**src/source/axil_iob_defs.svh**
```systemverilog
`ifndef AXIL_IOB_DEFS_SVH
`define AXIL_IOB_DEFS_SVH

// byte address width, shared by AXI-Lite and IOb
`define ADDR_W 32

// data word width
`define DATA_W 32

// words in the register bank
`define NUM_REGS 16

// AXI response codes
`define RESP_OKAY   2'b00
`define RESP_SLVERR 2'b10

`endif

```
**src/source/axil_pkg.sv**
```systemverilog
`include "axil_iob_defs.svh"

package axil_pkg;

   typedef logic [`ADDR_W-1:0]   addr_t;
   typedef logic [`DATA_W-1:0]   data_t;
   typedef logic [`DATA_W/8-1:0] strb_t;
   typedef logic [1:0]           resp_t;

   // write address channel
   typedef struct packed {
      logic  valid;
      addr_t addr;
   } aw_t;

   // read address channel
   typedef struct packed {
      logic  valid;
      addr_t addr;
   } ar_t;

   // write data channel
   typedef struct packed {
      logic  valid;
      data_t data;
      strb_t strb;
   } w_t;

   // write response
   typedef struct packed {
      logic  valid;
      resp_t resp;
   } b_t;

   // read data and response
   typedef struct packed {
      logic  valid;
      data_t data;
      resp_t resp;
   } r_t;

   // one captured transaction, read or write
   typedef struct packed {
      logic  valid;
      logic  write;
      addr_t addr;
      data_t data;
      strb_t strb;
   } txn_t;

endpackage

```
**src/source/iob_pkg.sv**
```systemverilog
`include "axil_iob_defs.svh"

package iob_pkg;

   typedef logic [`ADDR_W-1:0]   iob_addr_t;
   typedef logic [`DATA_W-1:0]   iob_data_t;
   typedef logic [`DATA_W/8-1:0] iob_strb_t;

   // native request, zero wstrb reads
   typedef struct packed {
      logic      valid;
      iob_addr_t addr;
      iob_data_t wdata;
      iob_strb_t wstrb;
   } iob_req_t;

   // native response
   // err comes with rvalid on reads, with the accept on writes
   typedef struct packed {
      logic      ready;
      logic      rvalid;
      iob_data_t rdata;
      logic      err;
   } iob_rsp_t;

endpackage

```
**src/source/axil2iob.sv**
```systemverilog
`timescale 1ns/10ps

`include "axil_iob_defs.svh"

module axil2iob (
   input  logic              clk,
   input  logic              rst_n,
   // transaction from stage 1
   input  axil_pkg::txn_t    txn,
   output logic              txn_ready,
   // IOb master side
   output iob_pkg::iob_req_t req,
   input  iob_pkg::iob_rsp_t rsp,
   // AXI-Lite responses
   output axil_pkg::b_t      b,
   output axil_pkg::r_t      r,
   input  logic              bready,
   input  logic              rready
);

   logic req_vld;
   logic is_wr;
   logic rd_wait;
   logic b_vld;
   logic r_vld;

   iob_pkg::iob_addr_t req_addr;
   iob_pkg::iob_data_t req_wdata;
   iob_pkg::iob_strb_t req_wstrb;

   axil_pkg::resp_t b_resp;
   axil_pkg::data_t r_data;
   axil_pkg::resp_t r_resp;
   axil_pkg::resp_t rsp_code;

   logic txn_fire;
   logic req_acc;
   logic rd_done;

   // one transaction at a time
   assign txn_ready = ~(req_vld | rd_wait | b_vld | r_vld);
   assign txn_fire  = txn.valid & txn_ready;
   assign req_acc   = req_vld & rsp.ready;
   assign rd_done   = rd_wait & rsp.rvalid;
   assign rsp_code  = rsp.err ? `RESP_SLVERR : `RESP_OKAY;

   always_comb begin
      req.valid = req_vld;
      req.addr  = req_addr;
      req.wdata = req_wdata;
      req.wstrb = req_wstrb;
      b.valid   = b_vld;
      b.resp    = b_resp;
      r.valid   = r_vld;
      r.data    = r_data;
      r.resp    = r_resp;
   end

   always_ff @(posedge clk or negedge rst_n) begin
      if (!rst_n) begin
         req_vld <= 1'b0;
         is_wr   <= 1'b0;
         rd_wait <= 1'b0;
         b_vld   <= 1'b0;
         r_vld   <= 1'b0;
      end else begin
         if (txn_fire) begin
            req_vld <= 1'b1;
            is_wr   <= txn.write;
         end else if (req_acc) begin
            req_vld <= 1'b0;
         end
         // reads wait one more cycle for rvalid
         if (req_acc && !is_wr) begin
            rd_wait <= 1'b1;
         end else if (rd_done) begin
            rd_wait <= 1'b0;
         end
         if (req_acc && is_wr) begin
            b_vld <= 1'b1;
         end else if (b_vld && bready) begin
            b_vld <= 1'b0;
         end
         if (rd_done) begin
            r_vld <= 1'b1;
         end else if (r_vld && rready) begin
            r_vld <= 1'b0;
         end
      end
   end

   always_ff @(posedge clk) begin
      if (txn_fire) begin
         req_addr  <= txn.addr;
         req_wdata <= txn.data;
         // zero strobes mark a read on IOb
         req_wstrb <= txn.write ? txn.strb : '0;
      end
      if (req_acc && is_wr) begin
         b_resp <= rsp_code;
      end
      if (rd_done) begin
         r_data <= rsp.rdata;
         r_resp <= rsp_code;
      end
   end

endmodule

```
**src/source/axil_iob_top.sv**
```systemverilog
`timescale 1ns/10ps

module axil_iob_top (
   input  logic          clk,
   input  logic          rst_n,
   // AXI-Lite slave port
   input  axil_pkg::aw_t aw,
   input  axil_pkg::w_t  w,
   input  axil_pkg::ar_t ar,
   input  logic          bready,
   input  logic          rready,
   output logic          awready,
   output logic          wready,
   output logic          arready,
   output axil_pkg::b_t  b,
   output axil_pkg::r_t  r
);

   axil_pkg::txn_t    txn;
   logic              txn_ready;
   iob_pkg::iob_req_t req;
   iob_pkg::iob_rsp_t rsp;

   // stage 1, channel capture
   axil_req_capture axil_req_capture_inst (
      .clk       (clk),
      .rst_n     (rst_n),
      .aw        (aw),
      .w         (w),
      .ar        (ar),
      .awready   (awready),
      .wready    (wready),
      .arready   (arready),
      .txn       (txn),
      .txn_ready (txn_ready)
   );

   // stage 2, IOb request and AXI response
   axil2iob axil2iob_inst (
      .clk       (clk),
      .rst_n     (rst_n),
      .txn       (txn),
      .txn_ready (txn_ready),
      .req       (req),
      .rsp       (rsp),
      .b         (b),
      .r         (r),
      .bready    (bready),
      .rready    (rready)
   );

   // stage 3, register bank
   iob_reg_bank iob_reg_bank_inst (
      .clk   (clk),
      .rst_n (rst_n),
      .req   (req),
      .rsp   (rsp)
   );

endmodule

```
**src/source/axil_req_capture.sv**
```systemverilog
`timescale 1ns/10ps

module axil_req_capture (
   input  logic           clk,
   input  logic           rst_n,
   // AXI-Lite request channels
   input  axil_pkg::aw_t  aw,
   input  axil_pkg::w_t   w,
   input  axil_pkg::ar_t  ar,
   output logic           awready,
   output logic           wready,
   output logic           arready,
   // captured transaction to stage 2
   output axil_pkg::txn_t txn,
   input  logic           txn_ready
);

   // holding register flags
   logic aw_full;
   logic w_full;
   logic ar_full;

   // set when the last served transaction was a read
   logic last_rd;

   axil_pkg::addr_t aw_addr;
   axil_pkg::data_t w_data;
   axil_pkg::strb_t w_strb;
   axil_pkg::addr_t ar_addr;

   logic aw_fire;
   logic w_fire;
   logic ar_fire;
   logic wr_ok;
   logic rd_ok;
   logic pick_rd;
   logic txn_fire;

   // a channel is ready while its slot is empty
   assign awready = ~aw_full;
   assign wready  = ~w_full;
   assign arready = ~ar_full;

   assign aw_fire = aw.valid & awready;
   assign w_fire  = w.valid & wready;
   assign ar_fire = ar.valid & arready;

   // write needs both halves
   assign wr_ok = aw_full & w_full;
   assign rd_ok = ar_full;

   // read goes when alone, or when the write had the last turn
   assign pick_rd  = rd_ok & (~wr_ok | ~last_rd);
   assign txn_fire = txn.valid & txn_ready;

   always_comb begin
      txn.valid = wr_ok | rd_ok;
      txn.write = ~pick_rd;
      txn.addr  = pick_rd ? ar_addr : aw_addr;
      txn.data  = w_data;
      txn.strb  = w_strb;
   end

   always_ff @(posedge clk or negedge rst_n) begin
      if (!rst_n) begin
         aw_full <= 1'b0;
         w_full  <= 1'b0;
         ar_full <= 1'b0;
         last_rd <= 1'b0;
      end else begin
         // fill and drain never hit the same slot in one cycle
         if (aw_fire) begin
            aw_full <= 1'b1;
         end else if (txn_fire && !pick_rd) begin
            aw_full <= 1'b0;
         end
         if (w_fire) begin
            w_full <= 1'b1;
         end else if (txn_fire && !pick_rd) begin
            w_full <= 1'b0;
         end
         if (ar_fire) begin
            ar_full <= 1'b1;
         end else if (txn_fire && pick_rd) begin
            ar_full <= 1'b0;
         end
         if (txn_fire) begin
            last_rd <= pick_rd;
         end
      end
   end

   // channel payloads
   always_ff @(posedge clk) begin
      if (aw_fire) begin
         aw_addr <= aw.addr;
      end
      if (w_fire) begin
         w_data <= w.data;
         w_strb <= w.strb;
      end
      if (ar_fire) begin
         ar_addr <= ar.addr;
      end
   end

endmodule

```
**src/source/iob_reg_bank.sv**
```systemverilog
`timescale 1ns/10ps

`include "axil_iob_defs.svh"

module iob_reg_bank (
   input  logic              clk,
   input  logic              rst_n,
   input  iob_pkg::iob_req_t req,
   output iob_pkg::iob_rsp_t rsp
);

   localparam int IDX_W = $clog2(`NUM_REGS);
   localparam logic [`ADDR_W-3:0] NUM_WORDS = (`ADDR_W-2)'(`NUM_REGS);

   iob_pkg::iob_data_t mem [`NUM_REGS];

   // word address, byte offset dropped
   logic [`ADDR_W-3:0] word_addr;
   logic [IDX_W-1:0]   idx;
   logic               in_range;
   logic               wr_en;
   logic               rd_en;

   logic               rd_vld_q;
   logic               rd_err_q;
   iob_pkg::iob_data_t rdata_q;

   assign word_addr = req.addr[`ADDR_W-1:2];
   assign idx       = word_addr[IDX_W-1:0];
   assign in_range  = word_addr < NUM_WORDS;

   assign wr_en = req.valid & (|req.wstrb);
   assign rd_en = req.valid & ~(|req.wstrb);

   always_comb begin
      rsp.ready  = 1'b1;
      rsp.rvalid = rd_vld_q;
      rsp.rdata  = rdata_q;
      // read error follows rvalid, write error shows at accept
      rsp.err    = rd_vld_q ? rd_err_q : (req.valid & ~in_range);
   end

   // out of range writes are dropped
   always_ff @(posedge clk or negedge rst_n) begin
      if (!rst_n) begin
         for (int i = 0; i < `NUM_REGS; i++) begin
            mem[i] <= '0;
         end
      end else if (wr_en && in_range) begin
         for (int lane = 0; lane < `DATA_W/8; lane++) begin
            if (req.wstrb[lane]) begin
               mem[idx][8*lane +: 8] <= req.wdata[8*lane +: 8];
            end
         end
      end
   end

   always_ff @(posedge clk or negedge rst_n) begin
      if (!rst_n) begin
         rd_vld_q <= 1'b0;
      end else begin
         rd_vld_q <= rd_en;
      end
   end

   // read data one cycle after the request
   always_ff @(posedge clk) begin
      if (rd_en) begin
         rdata_q  <= in_range ? mem[idx] : '0;
         rd_err_q <= ~in_range;
      end
   end

endmodule

```
**config.mk**
```make
export PLATFORM = sky130hd
export DESIGN_NAME = axil_iob_top
export DESIGN_NICKNAME = d
export VERILOG_FILES = /design/src/source/axil_pkg.sv /design/src/source/iob_pkg.sv /design/src/source/axil2iob.sv /design/src/source/axil_iob_top.sv /design/src/source/axil_req_capture.sv /design/src/source/iob_reg_bank.sv
export VERILOG_INCLUDE_DIRS = /design/src /design/src/source
export SDC_FILE = /design/constraint.sdc
export NUM_CORES = 1
export LEC_CHECK = 0
export ABC_AREA = 1
export BUFFER_PORTS_ARGS = -buffer_cell sky130_fd_sc_hd__buf_4
export CAP_MARGIN = 20
export CORE_MARGIN = 8
export CORE_UTILIZATION = 60
export CTS_CLUSTER_DIAMETER = 50
export CTS_CLUSTER_SIZE = 25
export DETAILED_ROUTE_END_ITERATION = 10
export GPL_TIMING_DRIVEN = 0
export PLACE_DENSITY = 0.81
export SYNTH_ARGS = -nofsm -noshare
export SYNTH_HDL_FRONTEND = slang
export SYNTH_SLANG_ARGS = --single-unit
```
**constraint.sdc**
```tcl
create_clock -name clk -period 5.91 [get_ports clk]
set_clock_uncertainty 0.15 [all_clocks]
set_input_delay 0.591 -clock clk [delete_from_list [all_inputs] [get_ports clk]]
set_output_delay 0.591 -clock clk [all_outputs]
set_load 0.02 [all_outputs]
```
==> out/metrics.cfg <==
[synthesis]
async_flop_share_pct=69.5
synth.top_cell.area_share_pct=36.9
yosysTopAreaCell=dfrtp_1
synth_edf_count=229
seq_area_frac_synth_pct=56.4
synth_seq_cells=751
synth_flop_cell=dfrtp_1
synth.most_common_cell=nand2_1
synth_area_um2=35400
synth.area.top_cells=dfrtp_1, nand2_1, edfxtp_1
synth_cell_types=32
synth.avg_cell_area_um2=8.58
yosysWarnings=0
synth_common_cells=nand2_1, dfrtp_1, nand4_1, edfxtp_1, buf_2
syn_inst=4124

[timing]
slew_viol_final=0
slew_headroom_pct=37.2
fmax_ghz=0.317
setup_viol=0
rsz0062_at_grt=no
period_share_pct=53.4
hold_viol_final=0
hold_slack_ps=178
period_minus_slack_ps=3160
max_slew.worst_pin.slew_ps=940

[setup_path]
reg2reg_slack_ps=2750
crit_chain=buf_6, inv_4, buf_2, buf_2, nand2_1, nand2_1, nand2_1, nand3_1, nand2_1, nand2_1, nor2_1, nor2_1
crit_slowest_cell=edfxtp_1
cp-end-kind=flop
crit_buf_inv=4
crit_type=flop to flop
crit_fanout=10
critPathArrivalTime_ps=3440
crit_family=buffers and inverters
crit_required_ps=6200
crit_top_cell=nand2_1
max_stage_delay_ps=520
start_kind=flop

[power_and_ir_drop]
vdd_drop_max_mv=0.339
clock_power_share_pct=35.9
combPwrFrac_pct=22.4
leakage_uw=0.0207
p_per_area_nw_per_um2=339
switching_power_uw=5090
switching_share_pct=36.5
power.internal_uw=8870
pwr-share-seq_pct=41.7

[routing]
drc=0
vias_per_cell=6.20
wl_per_cell_um=22.7
drtAntennaViolNets=0
num_vias=32800
firstDrtPassIters=6
wl_um=120000
drtIter0Drc=4979

[layout]
synthToLayoutAreaGrowth_pct=16.6
final_nets=4556
final_area_um2=41200
diodes=0
multi_input_area_um2=14000
regArea_um2=19900
nFillCells=4332
drive_gt1_share_pct=13.4

[place]
io_buffers=141
dpl_cell_area_um2=37700
dp_hpwl_um=80400
gp_congestion=1.01

[clocking]
post_cts_buffers=0
cts_sinks=751
clock_path_buffers=3
cts_tree=yes
htree_levels=3
path_clk_slew_ps=70
numCtsBuffers=73
clkLatencyLatePin_ps=670
cts-resized-gates=0
hold_buffers=99
ctsRootBufferMaster=clkbuf_16

[floorplan]
start_util_pct=60.3
io_pins=148
die_y_um=259
fp-row-count=89
dieArea_um2=67000
die-width_um=259
coreArea_um2=58700

[global_route]
grt.overflow.total=0
globalRouteTotalUtil_pct=35.2
antenna_found_initial=0
grt_pass1_wl_um=182000
grt_max_degree=117
grt_pass1_vias=31100

[worst_hold_path]
hp-class=primary input to flop

[run_status]
outcome=completed

[flow_run]
drv_cap=0

-- kinds of logic (layout without fill, tap and decap cells) --
kind of cell	count (synthesis)	in the layout	synth area share, %
AOI/OAI and AO/OA	10	10	0.212
other	1	2	0.0106
buffers and inverters	321	704	4.11
DFF	751	751	56.4
and+or+nand+nor	3041	3041	39.3
-- state kept, by name, indices dropped and copies added, names as in the netlist, 30 cells and up --
name and flops:
axil_req_capture_inst.w_data 32, axil2iob_inst.req_addr 30, axil2iob_inst.r_data 32, axil_req_capture_inst.ar_addr 30, axil_req_capture_inst.aw_addr 30, iob_reg_bank_inst.mem 512
axil2iob_inst.req_wdata 32, iob_reg_bank_inst.rdata_q 32
-- worst paths after layout --
kind                                                            startpoint                                    endpoint  cells past startpoint
worst max-delay path                   axil2iob_inst.req_addr[2]$_DFFE_PN_  iob_reg_bank_inst.rdata_q[3]$_SDFFCE_PP0P_                     12
worst min-delay path                                                ar[32]   axil_req_capture_inst.ar_full$_DFFE_PN0P_                      3
worst max register to register         axil2iob_inst.req_addr[2]$_DFFE_PN_  iob_reg_bank_inst.rdata_q[3]$_SDFFCE_PP0P_                     12
worst min register to register  axil_req_capture_inst.w_data[13]$_DFFE_PP_       axil2iob_inst.req_wdata[13]$_DFFE_PN_                      0
max in group asynchronous                                            rst_n      iob_reg_bank_inst.mem[318]$_DFFE_PN0P_                      4
min in group asynchronous                                            rst_n       iob_reg_bank_inst.mem[13]$_DFFE_PN0P_                      2
-- power by group through the flow --
stage                     registers (uW)  clock network (uW)  logic, uW
after floorplan                     5910                   0       1630
after global placement              5930                   0       2750
after detailed placement            5910                   0       2850
after CTS                           5810                4950       2920
after global routing                5850                5180       3200
final                               5830                5010       3130
-- worst register-to-register path: stages (launching register included) --
cell and delay [ps]:
edfxtp_1 520, buf_6 240, inv_4 160, buf_2 450, buf_2 420, nand2_1 110, nand2_1 110, nand2_1 70
nand3_1 170, nand2_1 100, nand2_1 100, nor2_1 90, nor2_1 270
-- cell usage in the layout (no fill, tap or decap), types with 4 or more instances in the layout --
cell type      netlist  final
nand2_1           2183   2183
dfrtp_1            522    522
buf_4               16    156
inv_6                0     12
buf_16               0      6
clkbuf_16            0     75
clkinv_2             0      6
nand3_2             60     60
nor2_4              50     55
inv_8                0      4
clkinv_8             0     16
clkinv_4             0      8
nor2_2              12     12
nor2_8               8      8
nand3_4              4      4
nand4_1            513    513
buf_1               22     22
buf_2              135    135
inv_2                9      9
clkinvlp_4           0      6
nor2_1              93     88
nand3_1             98     98
edfxtp_1           229    229
inv_1               17     17
nand2_4             13     13
clkbuf_1           118    118
dlygate4sd3_1        0     99
-- per-layer routing --
| layer | vias up | GRT usage (%) | share of wire [%] |
|---|---|---|---|
| met5 | - | 0 | 0.023 |
| met4 | 2 | 21.8 | 6.9 |
| met3 | 501 | 8.05 | 12 |
| met2 | 2503 | 53.3 | 45 |
| met1 | 15400 | 45.9 | 36 |
| li1 | 14300 | - | - |
-- layout make-up --
cell class / count / area share, %
plain buffers: 293 / 3.26
clock buffers: 76 / 4.57
clock inverters: 58 / 1.66
inverters: 28 / 0.267
multi-input cells: 3053 / 34.0
flip-flops and latches: 751 / 48.4
well taps: 773 / 2.35
repair buffers: 249 / 5.53
-- stage by stage --
| step | setup slack (ps) | instances | total power (uW) | TNS (ps) | util, % |
|---|---|---|---|---|---|
| 2_1_floorplan | 1730 | 4125 | 7550 | 0 | - |
| 3_3_place_gp | -1550 | 5039 | 8680 | -789650 | 63.7 |
| 3_5_place_dp | 2990 | 5048 | 8770 | 0 | 64.2 |
| 4_1_cts | 2960 | 5281 | 13700 | 0 | 70.3 |
| 5_1_grt | 2800 | 5281 | 14200 | 0 | 70.3 |
| 6_report | 2750 | 5281 | 14000 | 0 | 70.3 |
Note: power is estimated with default switching activity, not from simulation.
